## src/core_pkg.sv

```systemverilog
// rv64 base encodings only; no compressed forms, no loads/stores, counters are read-only
package core_pkg;

	// ******************************
	// architecture constants
	// ******************************
	localparam int XLEN = 64;

	// major opcodes
	localparam logic [6:0] OP_IMM    = 7'b0010011;
	localparam logic [6:0] OP_REG    = 7'b0110011;
	localparam logic [6:0] OP_LUI    = 7'b0110111;
	localparam logic [6:0] OP_JAL    = 7'b1101111;
	localparam logic [6:0] OP_BRANCH = 7'b1100011;
	localparam logic [6:0] OP_SYSTEM = 7'b1110011;

	// funct3 values of the supported subset
	localparam logic [2:0] F3_ADD   = 3'b000;
	localparam logic [2:0] F3_SLT   = 3'b010;
	localparam logic [2:0] F3_XOR   = 3'b100;
	localparam logic [2:0] F3_OR    = 3'b110;
	localparam logic [2:0] F3_AND   = 3'b111;
	localparam logic [2:0] F3_BEQ   = 3'b000;
	localparam logic [2:0] F3_BNE   = 3'b001;
	localparam logic [2:0] F3_CSRRS = 3'b010;

	// funct7 for add vs sub
	localparam logic [6:0] F7_BASE = 7'b0000000;
	localparam logic [6:0] F7_SUB  = 7'b0100000;

	// full ebreak word, matched exactly
	localparam logic [31:0] EBREAK_INST = 32'h0010_0073;

	// machine counters
	localparam logic [11:0] CSR_MCYCLE   = 12'hB00;
	localparam logic [11:0] CSR_MINSTRET = 12'hB02;

	// ******************************
	// instruction formats
	// ******************************
	typedef struct packed {
		logic [6:0] funct7;
		logic [4:0] rs2;
		logic [4:0] rs1;
		logic [2:0] funct3;
		logic [4:0] rd;
		logic [6:0] opcode;
	} r_fmt_t;

	typedef struct packed {
		logic [11:0] imm;
		logic [4:0]  rs1;
		logic [2:0]  funct3;
		logic [4:0]  rd;
		logic [6:0]  opcode;
	} i_fmt_t;

	typedef struct packed {
		logic [19:0] imm;
		logic [4:0]  rd;
		logic [6:0]  opcode;
	} u_fmt_t;

	// branch offset bits are scattered, bit 0 implied zero
	typedef struct packed {
		logic       imm12;
		logic [5:0] imm10_5;
		logic [4:0] rs2;
		logic [4:0] rs1;
		logic [2:0] funct3;
		logic [3:0] imm4_1;
		logic       imm11;
		logic [6:0] opcode;
	} b_fmt_t;

	typedef struct packed {
		logic       imm20;
		logic [9:0] imm10_1;
		logic       imm11;
		logic [7:0] imm19_12;
		logic [4:0] rd;
		logic [6:0] opcode;
	} j_fmt_t;

	// one word, five views
	typedef union packed {
		r_fmt_t r_fmt;
		i_fmt_t i_fmt;
		u_fmt_t u_fmt;
		b_fmt_t b_fmt;
		j_fmt_t j_fmt;
	} inst_u;

	// ******************************
	// execute and retire records
	// ******************************
	typedef struct packed {
		logic            rd_wen;
		logic [4:0]      rd;
		logic [XLEN-1:0] rd_data;
		logic [XLEN-1:0] next_pc;
		logic            halt;
		logic            illegal;
	} exec_result_t;

	typedef struct packed {
		logic            valid;
		logic [XLEN-1:0] pc;
		logic [4:0]      rd;
		logic            rd_wen;
		logic [XLEN-1:0] rd_data;
	} retire_t;

endpackage

```

## src/core_control.sv

```systemverilog
// one instruction in flight, two cycles each; inst must be stable at the edge ending FETCH
`timescale 1ns/1ps

module core_control #(
	parameter logic [core_pkg::XLEN-1:0] RESET_PC = '0
) (
	input  logic                      clk,
	input  logic                      rst,
	input  logic [31:0]               inst,
	input  core_pkg::exec_result_t    result,
	output logic [core_pkg::XLEN-1:0] cur_pc,
	output core_pkg::inst_u           cur_inst,
	output logic                      reg_we,
	output logic                      instret_inc,
	output core_pkg::retire_t         retire,
	output logic                      halted,
	output logic                      illegal
);

	import core_pkg::*;

	typedef enum logic [1:0] {
		FETCH,
		EXEC,
		HALT
	} state_t;

	state_t state;
	logic   illegal_q;

	// ******************************
	// state machine and pc
	// ******************************
	always_ff @(posedge clk) begin
		if (rst) begin
			state     <= FETCH;
			cur_pc    <= RESET_PC;
			illegal_q <= 1'b0;
		end else begin
			case (state)
				FETCH: state <= EXEC;
				EXEC: begin
					// pc moves on even for the halting instruction
					cur_pc <= result.next_pc;
					if (result.halt) begin
						state     <= HALT;
						illegal_q <= result.illegal;
					end else begin
						state <= FETCH;
					end
				end
				// sticky until reset
				default: state <= HALT;
			endcase
		end
	end

	// instruction latch loads only in fetch
	always_ff @(posedge clk) begin
		if (state == FETCH) begin
			cur_inst <= inst;
		end
	end

	// strobes only during execute
	assign reg_we      = (state == EXEC) && result.rd_wen;
	assign instret_inc = (state == EXEC);

	// retire record mirrors the execute cycle
	always_comb begin
		retire.valid   = (state == EXEC);
		retire.pc      = cur_pc;
		retire.rd      = result.rd;
		retire.rd_wen  = result.rd_wen;
		retire.rd_data = result.rd_data;
	end

	assign halted  = (state == HALT);
	assign illegal = illegal_q;

	// ******************************
	// checks
	// ******************************
	// next_pc from the execute unit never breaks word alignment
	a_pc_aligned: assert property (@(posedge clk) disable iff (rst)
		cur_pc[1:0] == 2'b00);

	// a stopping instruction retires with no register write
	a_halt_no_write: assert property (@(posedge clk) disable iff (rst)
		retire.valid && result.halt |-> !reg_we);

endmodule

```

## src/cycle_counter.sv

```systemverilog
// CNT_W of 32 or 64; counters wrap silently and read back zero-extended to XLEN
`timescale 1ns/1ps

module cycle_counter #(
	parameter int CNT_W = 64
) (
	input  logic                      clk,
	input  logic                      rst,
	input  logic                      instret_inc,
	input  logic [11:0]               csr_addr,
	output logic [core_pkg::XLEN-1:0] csr_rdata
);

	import core_pkg::*;

	logic [CNT_W-1:0] mcycle;
	logic [CNT_W-1:0] minstret;

	// ******************************
	// counters
	// ******************************
	always_ff @(posedge clk) begin
		if (rst) begin
			mcycle   <= '0;
			minstret <= '0;
		end else begin
			// free running, reads 0 in the first fetch
			mcycle <= mcycle + 1'b1;
			if (instret_inc) begin
				minstret <= minstret + 1'b1;
			end
		end
	end

	// read mux, unknown address gives zero
	always_comb begin
		case (csr_addr)
			CSR_MCYCLE:   csr_rdata = XLEN'(mcycle);
			CSR_MINSTRET: csr_rdata = XLEN'(minstret);
			default:      csr_rdata = '0;
		endcase
	end

	// at most one retire per cycle, so retired count trails cycles
	a_instret_le_cycle: assert property (@(posedge clk) disable iff (rst)
		minstret <= mcycle);

endmodule

```

## src/reg_file.sv

```systemverilog
// contents come up undefined; x0 is never stored and always reads zero
`timescale 1ns/1ps

module reg_file (
	input  logic                      clk,
	input  logic [4:0]                rs1_addr,
	input  logic [4:0]                rs2_addr,
	output logic [core_pkg::XLEN-1:0] rs1_data,
	output logic [core_pkg::XLEN-1:0] rs2_data,
	input  logic                      we,
	input  logic [4:0]                rd_addr,
	input  logic [core_pkg::XLEN-1:0] rd_data
);

	import core_pkg::*;

	logic [XLEN-1:0] regs [32];

	// ******************************
	// write port
	// ******************************
	always_ff @(posedge clk) begin
		// x0 writes dropped here
		if (we && (rd_addr != 5'd0)) begin
			regs[rd_addr] <= rd_data;
		end
	end

	// ******************************
	// read ports, asynchronous
	// ******************************
	// entry 0 never written, so force zero on read
	assign rs1_data = (rs1_addr == 5'd0) ? '0 : regs[rs1_addr];
	assign rs2_data = (rs2_addr == 5'd0) ? '0 : regs[rs2_addr];

endmodule

```

## src/exec_unit.sv

```systemverilog
// purely combinational; branch/jal targets are not checked for alignment
`timescale 1ns/1ps

module exec_unit (
	input  logic [core_pkg::XLEN-1:0] pc,
	input  core_pkg::inst_u           inst,
	output logic [4:0]                rs1_addr,
	output logic [4:0]                rs2_addr,
	input  logic [core_pkg::XLEN-1:0] rs1_data,
	input  logic [core_pkg::XLEN-1:0] rs2_data,
	output logic [11:0]               csr_addr,
	input  logic [core_pkg::XLEN-1:0] csr_rdata,
	output core_pkg::exec_result_t    result
);

	import core_pkg::*;

	logic [XLEN-1:0] imm_i;
	logic [XLEN-1:0] imm_u;
	logic [XLEN-1:0] imm_b;
	logic [XLEN-1:0] imm_j;
	logic [XLEN-1:0] pc_plus4;
	logic            slt;

	// register and csr fields sit at the same bits in every format
	assign rs1_addr = inst.r_fmt.rs1;
	assign rs2_addr = inst.r_fmt.rs2;
	assign csr_addr = inst.i_fmt.imm;

	// ******************************
	// immediates, sign extended
	// ******************************
	assign imm_i = {{52{inst.i_fmt.imm[11]}}, inst.i_fmt.imm};
	// lui result sign extends on rv64
	assign imm_u = {{32{inst.u_fmt.imm[19]}}, inst.u_fmt.imm, 12'b0};
	assign imm_b = {{51{inst.b_fmt.imm12}}, inst.b_fmt.imm12, inst.b_fmt.imm11,
		inst.b_fmt.imm10_5, inst.b_fmt.imm4_1, 1'b0};
	assign imm_j = {{43{inst.j_fmt.imm20}}, inst.j_fmt.imm20, inst.j_fmt.imm19_12,
		inst.j_fmt.imm11, inst.j_fmt.imm10_1, 1'b0};

	assign pc_plus4 = pc + XLEN'(4);
	assign slt      = $signed(rs1_data) < $signed(rs2_data);

	// ******************************
	// decode and execute
	// ******************************
	always_comb begin
		// defaults: fall through, no write
		result.rd_wen  = 1'b0;
		result.rd      = inst.r_fmt.rd;
		result.rd_data = '0;
		result.next_pc = pc_plus4;
		result.halt    = 1'b0;
		result.illegal = 1'b0;

		case (inst.r_fmt.opcode)
			OP_IMM: begin
				result.rd_wen = 1'b1;
				case (inst.i_fmt.funct3)
					F3_ADD:  result.rd_data = rs1_data + imm_i;
					F3_XOR:  result.rd_data = rs1_data ^ imm_i;
					default: result.illegal = 1'b1;
				endcase
			end
			OP_REG: begin
				result.rd_wen = 1'b1;
				case ({inst.r_fmt.funct7, inst.r_fmt.funct3})
					{F7_BASE, F3_ADD}: result.rd_data = rs1_data + rs2_data;
					{F7_SUB, F3_ADD}:  result.rd_data = rs1_data - rs2_data;
					{F7_BASE, F3_AND}: result.rd_data = rs1_data & rs2_data;
					{F7_BASE, F3_OR}:  result.rd_data = rs1_data | rs2_data;
					{F7_BASE, F3_XOR}: result.rd_data = rs1_data ^ rs2_data;
					{F7_BASE, F3_SLT}: result.rd_data = {{(XLEN-1){1'b0}}, slt};
					default:           result.illegal = 1'b1;
				endcase
			end
			OP_LUI: begin
				result.rd_wen  = 1'b1;
				result.rd_data = imm_u;
			end
			OP_JAL: begin
				// link is the fall-through address
				result.rd_wen  = 1'b1;
				result.rd_data = pc_plus4;
				result.next_pc = pc + imm_j;
			end
			OP_BRANCH: begin
				case (inst.b_fmt.funct3)
					F3_BEQ: begin
						if (rs1_data == rs2_data) result.next_pc = pc + imm_b;
					end
					F3_BNE: begin
						if (rs1_data != rs2_data) result.next_pc = pc + imm_b;
					end
					default: result.illegal = 1'b1;
				endcase
			end
			OP_SYSTEM: begin
				if (inst == EBREAK_INST) begin
					result.halt = 1'b1;
				end else if (inst.i_fmt.funct3 == F3_CSRRS && inst.i_fmt.rs1 == 5'd0 &&
					(csr_addr == CSR_MCYCLE || csr_addr == CSR_MINSTRET)) begin
					// read-only use, rs1 = x0 means no set bits
					result.rd_wen  = 1'b1;
					result.rd_data = csr_rdata;
				end else begin
					result.illegal = 1'b1;
				end
			end
			default: result.illegal = 1'b1;
		endcase

		// illegal stops the core too; a halting instruction never writes
		if (result.illegal) begin
			result.halt = 1'b1;
		end
		if (result.halt) begin
			result.rd_wen = 1'b0;
		end
	end

endmodule

```

## src/core_top.sv

```systemverilog
// instruction port only, no data memory; inst must follow fetch_pc before each rising edge
`timescale 1ns/1ps

module core_top #(
	parameter logic [core_pkg::XLEN-1:0] RESET_PC = '0,
	parameter int                        CNT_W    = 64
) (
	input  logic                      clk,
	input  logic                      rst,
	output logic [core_pkg::XLEN-1:0] fetch_pc,
	input  logic [31:0]               inst,
	output core_pkg::retire_t         retire,
	output logic                      halted,
	output logic                      illegal
);

	import core_pkg::*;

	// ******************************
	// internal wiring
	// ******************************
	inst_u           cur_inst;
	exec_result_t    result;
	logic            reg_we;
	logic            instret_inc;
	logic [4:0]      rs1_addr;
	logic [4:0]      rs2_addr;
	logic [XLEN-1:0] rs1_data;
	logic [XLEN-1:0] rs2_data;
	logic [11:0]     csr_addr;
	logic [XLEN-1:0] csr_rdata;

	// fetch/execute sequencing, pc doubles as fetch address
	core_control #(
		.RESET_PC (RESET_PC)
	) u_control (
		.clk         (clk),
		.rst         (rst),
		.inst        (inst),
		.result      (result),
		.cur_pc      (fetch_pc),
		.cur_inst    (cur_inst),
		.reg_we      (reg_we),
		.instret_inc (instret_inc),
		.retire      (retire),
		.halted      (halted),
		.illegal     (illegal)
	);

	// mcycle / minstret
	cycle_counter #(
		.CNT_W (CNT_W)
	) u_counter (
		.clk         (clk),
		.rst         (rst),
		.instret_inc (instret_inc),
		.csr_addr    (csr_addr),
		.csr_rdata   (csr_rdata)
	);

	// write data comes straight from the execute result
	reg_file u_regs (
		.clk      (clk),
		.rs1_addr (rs1_addr),
		.rs2_addr (rs2_addr),
		.rs1_data (rs1_data),
		.rs2_data (rs2_data),
		.we       (reg_we),
		.rd_addr  (result.rd),
		.rd_data  (result.rd_data)
	);

	exec_unit u_exec (
		.pc        (fetch_pc),
		.inst      (cur_inst),
		.rs1_addr  (rs1_addr),
		.rs2_addr  (rs2_addr),
		.rs1_data  (rs1_data),
		.rs2_data  (rs2_data),
		.csr_addr  (csr_addr),
		.csr_rdata (csr_rdata),
		.result    (result)
	);

endmodule

```

## config.mk

```make
export PLATFORM = sky130hd
export DESIGN_NAME = core_top
export DESIGN_NICKNAME = d
export VERILOG_FILES = /design/src/core_pkg.sv /design/src/core_control.sv /design/src/cycle_counter.sv /design/src/reg_file.sv /design/src/exec_unit.sv /design/src/core_top.sv
export SDC_FILE = /design/constraint.sdc
export NUM_CORES = 2
export LEC_CHECK = 0
export BUFFER_PORTS_ARGS = -buffer_cell sky130_fd_sc_hd__buf_2
export CORE_MARGIN = 1
export CORE_UTILIZATION = 55
export CTS_CLUSTER_DIAMETER = 40
export CTS_CLUSTER_SIZE = 40
export DETAILED_ROUTE_END_ITERATION = 8
export PLACE_DENSITY = 0.73
export SLEW_MARGIN = 40
export SYNTH_ARGS = -nofsm -noshare
export SYNTH_HDL_FRONTEND = slang
export SYNTH_SLANG_ARGS = --single-unit
```

## constraint.sdc

```tcl
create_clock -name clk -period 12.1 [get_ports clk]
set_input_delay 1.21 -clock clk [delete_from_list [all_inputs] [get_ports clk]]
set_output_delay 1.21 -clock clk [all_outputs]
set_load 0.02 [all_outputs]
```

-- Word-level counts from Yosys, hierarchy flattened
Memory sizes are Yosys's and may differ from the RTL's. A register that Yosys moved wholly into a read port is not among the register bits.
Cells that the tools add are included.
- memories kept: 1
- bits in writable memories: 2048
- register bits: 227
- word-level logic and storage cells: 89
- input port bits: 34
- muxes and demuxes: 31
- reductions and logical operators: 17
- magnitude comparators: 1
- eq/ne operators: 21
- add/sub/neg operators: 8
- bitwise logic cells: 4
- memory list (memory ; words ; bits a word ; rd ports ; clocked after Yosys merged registers in ; write ports ; RTL line ; source):
    u_regs.regs ; 32 ; 64 ; 2 ; 2 ; 1 ; reg_file.sv:17 ; logic [XLEN-1:0] regs [32];
- operators by type and width (cell ; number):
    64-bit case mux with 2 select lines ; 4
    64-bit two-way mux ; 6
    64-bit case mux with 6 select lines ; 1
    64-bit case mux with 5 select lines ; 1
    64-bit adder ; 4
    64-bit by 1-bit adder with 64-bit output (second input constant) ; 2
    64-bit XOR ; 2
    64-bit by 3-bit adder with 64-bit output (second input constant) ; 1
    64-bit AND ; 1
    64-bit == test ; 1
    64-bit less-than comparator ; 1
    64-bit != test ; 1
    64-bit OR ; 1
    64-bit subtractor ; 1
    32-bit by 21-bit == test with 1-bit output (second input constant) ; 1
    10-bit by 3-bit == test with 1-bit output (second input constant) ; 3
    12-bit == test (second input constant) ; 2
    7-bit == test (second input constant) ; 3
    7-bit by 6-bit == test with 1-bit output (second input constant) ; 2
    1-bit two-way mux ; 13
    10-bit by 2-bit == test with 1-bit output (second input constant) ; 1
    10-bit by 9-bit == test with 1-bit output (second input constant) ; 1
    10-bit logical NOT ; 1
    5-bit logical NOT ; 2
    other kinds (20) ; 26

-- Logic depth before layout (Yosys ltp)
- word-level depth: 12
- mapped depth: 27

-- Hierarchy
Synthesis repeated with hierarchy kept, for this count alone.
- cell total of the unflattened synthesis: 9829
- area, all modules: 129863.3 µm²
- modules (own cells, without submodules) (module ; cells an instance ; area an instance (µm²) ; times used):
    reg_file ; 4565 ; 93960.1 ; 1
    exec_unit ; 3927 ; 24489.7 ; 1
    cycle_counter ; 878 ; 7038.0 ; 1
    core_control ; 459 ; 4375.4 ; 1

-- Least setup slack after synthesis
OpenSTA, ideal clock, no wires.
- kind: flip-flop to output port
- start: reg with a tool-made name
- end: out retire[54] (netlist bit)
- required time: 10890 ps
- path slack: 3207 ps
- stages on the path, launching flop included: 26
- arrival time: 7683 ps
- cells stage by stage: dfxtp_1 buf_4 buf_2 clkbuf_1 buf_2 buf_1 buf_1 mux4_2 mux4_2 nand2_1 a21oi_1 ha_1 buf_1 nor4_1 o21ai_0 a31oi_1 nor3_1 o221ai_1 a221oi_1 o31ai_4 nand4_1 a2111o_1 o311ai_0 a221oi_1 o21ai_0 buf_4
- RTL lines (what ; RTL line ; source):
    end: declaration ; core_top.sv:12 ; output core_pkg::retire_t retire,

==> impl_metrics.env <==
export IMPL_synth_mux_area_frac=0.228
export IMPL_synth_top_family_by_area="multiplexers"
export IMPL_whs_path_depth=1
export IMPL_skew_ns=0.132
export IMPL_period_needed_ns=10.44
export IMPL_async_flop_share=0
export IMPL_drv_slew=0
export IMPL_portBuffers=232
export IMPL_post_place_cells=12100
export IMPL_std_cell_rows=177
export IMPL_dieArea_sq_um=236000
export IMPL_ir_drop_mv=0.148
export IMPL_critPathRequiredTime_ns=10.89
export IMPL_final_area_sq_um=146000
export IMPL_cts_tree="yes"
export IMPL_yosys_area_top_type="edfxtp_1"
export IMPL_finalSetupViolCount=0
export IMPL_yosys_area_share_simple=0.0707
export IMPL_syn_to_final_growth_pct=13.4
export IMPL_critPathBufInv=6
export IMPL_status="completed"
export IMPL_powerDensity_nw_per_um2=183
export IMPL_swShare=0.343
export IMPL_synth_avg_cell_area_sq_um=14.1
export IMPL_syn_area_sq_um=129000
export IMPL_start_kind="register"
export IMPL_via_per_inst=7.45
export IMPL_synth_top_area_frac=0.485
export IMPL_synth_xor_area_frac=0.0223
export IMPL_clk_pin_slew_worst_paths_ns=0.07
export IMPL_num_nets_final=9699
export IMPL_pre_cts_slack_ns=2.93
export IMPL_drc=0
export IMPL_max_cap_viol_count=0
export IMPL_crit_path_max_fanout=60
export IMPL_grt_pass1_wl_um=684000
export IMPL_gp_congestion=1.08
export IMPL_grt_overflow=0
export IMPL_synth_warnings=0
export IMPL_grt_max_degree=108
export IMPL_routed_wl_um=487000
export IMPL_total_power_w=0.0267
export IMPL_p_comb_frac=0.293
export IMPL_drive_gt1_frac=0.267
export IMPL_worstSetupPathType="register to output pin"
export IMPL_firstDrtPassIters=9
export IMPL_cp_end_kind="output pin"
export IMPL_cts_hold_fix_buffers=0
export IMPL_cts_buffer_depth=4
export IMPL_p_int_w=0.0176
export IMPL_hold_class="input pin to register"
export IMPL_path_cells="buf_12 -> buf_12 -> buf_12 -> mux4_2 -> mux4_2 -> nand2_1 -> a21oi_1 -> ha_1 -> inv_1 -> nor4_1 -> nand4_1 -> nor2_1 -> nand2_1 -> a21oi_1 -> o31ai_1 -> a311oi_1 -> o21ai_1 -> a21oi_1 -> xnor2_1 -> o211ai_1 -> buf_4 -> buf_2"
export IMPL_clock_latency_ns=1.04
export IMPL_timing_final_ws_setup_ns=1.66
export IMPL_nFillCells=16300
export IMPL_worst_slew_pin_slew_ns=0.977
export IMPL_fin_crit_sh=0.863
export IMPL_reg2reg_depth=20
export IMPL_slew_headroom=0.349
export IMPL_cts_made_buffers=345
export IMPL_postCtsSetupBuffers=0
export IMPL_rsz0062_at_grt="no"
export IMPL_grt_pass1_vias=92300
export IMPL_finalNonFillerCells=12700
export IMPL_layout_common_cells="edfxtp_1 (2080), mux4_2 (1255), a21oi_1 (562)"
export IMPL_crit_cells=22
export IMPL_power_leakage_nw=47.6
export IMPL_critical_path_max_stage_delay_ns=0.72
export IMPL_final_common_cell="edfxtp_1"
export IMPL_slowest_stage="ha_1"
export IMPL_cts_num_sinks=2284
export IMPL_crit_arrival_ns=9.23
export IMPL_clock_fmax_ghz=0.0958
export IMPL_p_seq_frac=0.330
export IMPL_crit_family="compound AO/OA/AOI/OAI gates"
export IMPL_ys_seq_area_frac=0.516
export IMPL_postPlaceCellArea_sq_um=134000
export IMPL_syn_inst=9138
export IMPL_post_cts_resize_count=0
export IMPL_drt_initial_drc_count=14800
export IMPL_track_usage=0.408
export IMPL_htreeDepth=5
export IMPL_io_pins=235
export IMPL_synth_fa_ha_area_frac=0.0336
export IMPL_synth_area_leaders="edfxtp_1 (48%), mux4_2 (22%), ha_1 (3.3%), dfxtp_1 (3.2%), a21oi_1 (2.2%)"
export IMPL_synth_edf_count=2080
export IMPL_clockPowerShare=0.377
export IMPL_cts_root_buf="clkbuf_16"
export IMPL_ys_ff_latch=2284
export IMPL_die_w_um=486
export IMPL_via_count=94800
export IMPL_dp_final_hpwl_um=303000
export IMPL_p_sw_w=0.00917
export IMPL_finalHoldViolCount=0
export IMPL_synth_compound_area_frac=0.0946
export IMPL_setup_tns_final_ns=0
export IMPL_grt_antenna_before_repair=14
export IMPL_ys_dominant_reg_cell="edfxtp_1"
export IMPL_ys_types=102
export IMPL_die_y_um=486
export IMPL_core_area_sq_um=233000
export IMPL_wl_per_cell_um=38.2
export IMPL_ant_nets=0
export IMPL_initial_core_util=0.554
==> routing by layer <==
layer  global-route usage  wire length, um
met5                    0              113
met4                0.237            32700
met3                0.114            66300
met2                0.607           216000
met1                0.540           172000
==> cell usage after synthesis, types with 144 or more instances <==
library cell / n
a21oi_1: 571
clkbuf_1: 479
edfxtp_1: 2080
a21o_1: 172
mux4_2: 1255
dfxtp_1: 204
nor2_1: 568
xnor2_1: 186
nor3_1: 144
ha_1: 338
inv_1: 266
nand2_1: 495
o21ai_0: 317
nand2b_1: 158
==> registers in the layout (all words and copies together), names as in the netlist, named ones only <==
register,cells
u_regs.regs,2048
u_counter.mcycle,64
u_counter.minstret,64
u_control.cur_pc,63
u_control.cur_inst,32
u_control.state,2
u_control.illegal,1
==> final cells by class <==
cell class                 count  area, sq um  share of cell area
multi-input combinational   5899        58900               0.403
timing repair buffer         523         4190              0.0287
sequential                  2284        66600               0.456
inverter                     269         1010             0.00693
antenna                        6         15.0            0.000103
clock buffer                 377         8900              0.0609
tap                         3132         3920              0.0268
clock inverter               235         2670              0.0183
==> through the flow <==
stage               hold WS [ns]  utilization
global route               0.342        0.628
detailed placement         0.475        0.577
CTS                        0.301        0.627
finish                     0.350        0.628
floorplan                  0.425            -
global placement           0.451        0.574
==> cell families (layout without fill, tap and decap cells) <==
kind of cell,after synthesis,count (layout)
other,1,72
AOI/OAI and AO/OA,1878,1878
buffers and inverters,1020,1404
muxes,1368,1368
adders and majority gates,343,343
DFF,2284,2284
xor gates and xnor gates,328,328
and+or+nand+nor,1916,1916
==> worst paths after layout <==
path                       startpoint                      to  slack [ns]
hold / removal               inst[12]  u_control.cur_inst[12]        0.35
hold reg to reg   u_counter.mcycle[0]     u_counter.mcycle[0]        0.49
setup / recovery             register              retire[63]        1.66
setup reg to reg             register    u_control.cur_pc[18]        3.57
==> power by group through the flow <==
stage / Sequential (W) / Combinational [W] / Clock (W)
5_1_grt: 0.00882 / 0.00822 / 0.0104
4_1_cts: 0.00881 / 0.00762 / 0.0101
6_report: 0.00882 / 0.00784 / 0.0101
3_3_place_gp: 0.00902 / 0.00745 / 0
3_5_place_dp: 0.00897 / 0.00754 / 0
2_1_floorplan: 0.00889 / 0.00521 / 0
Power figures use the tool's default switching activity.
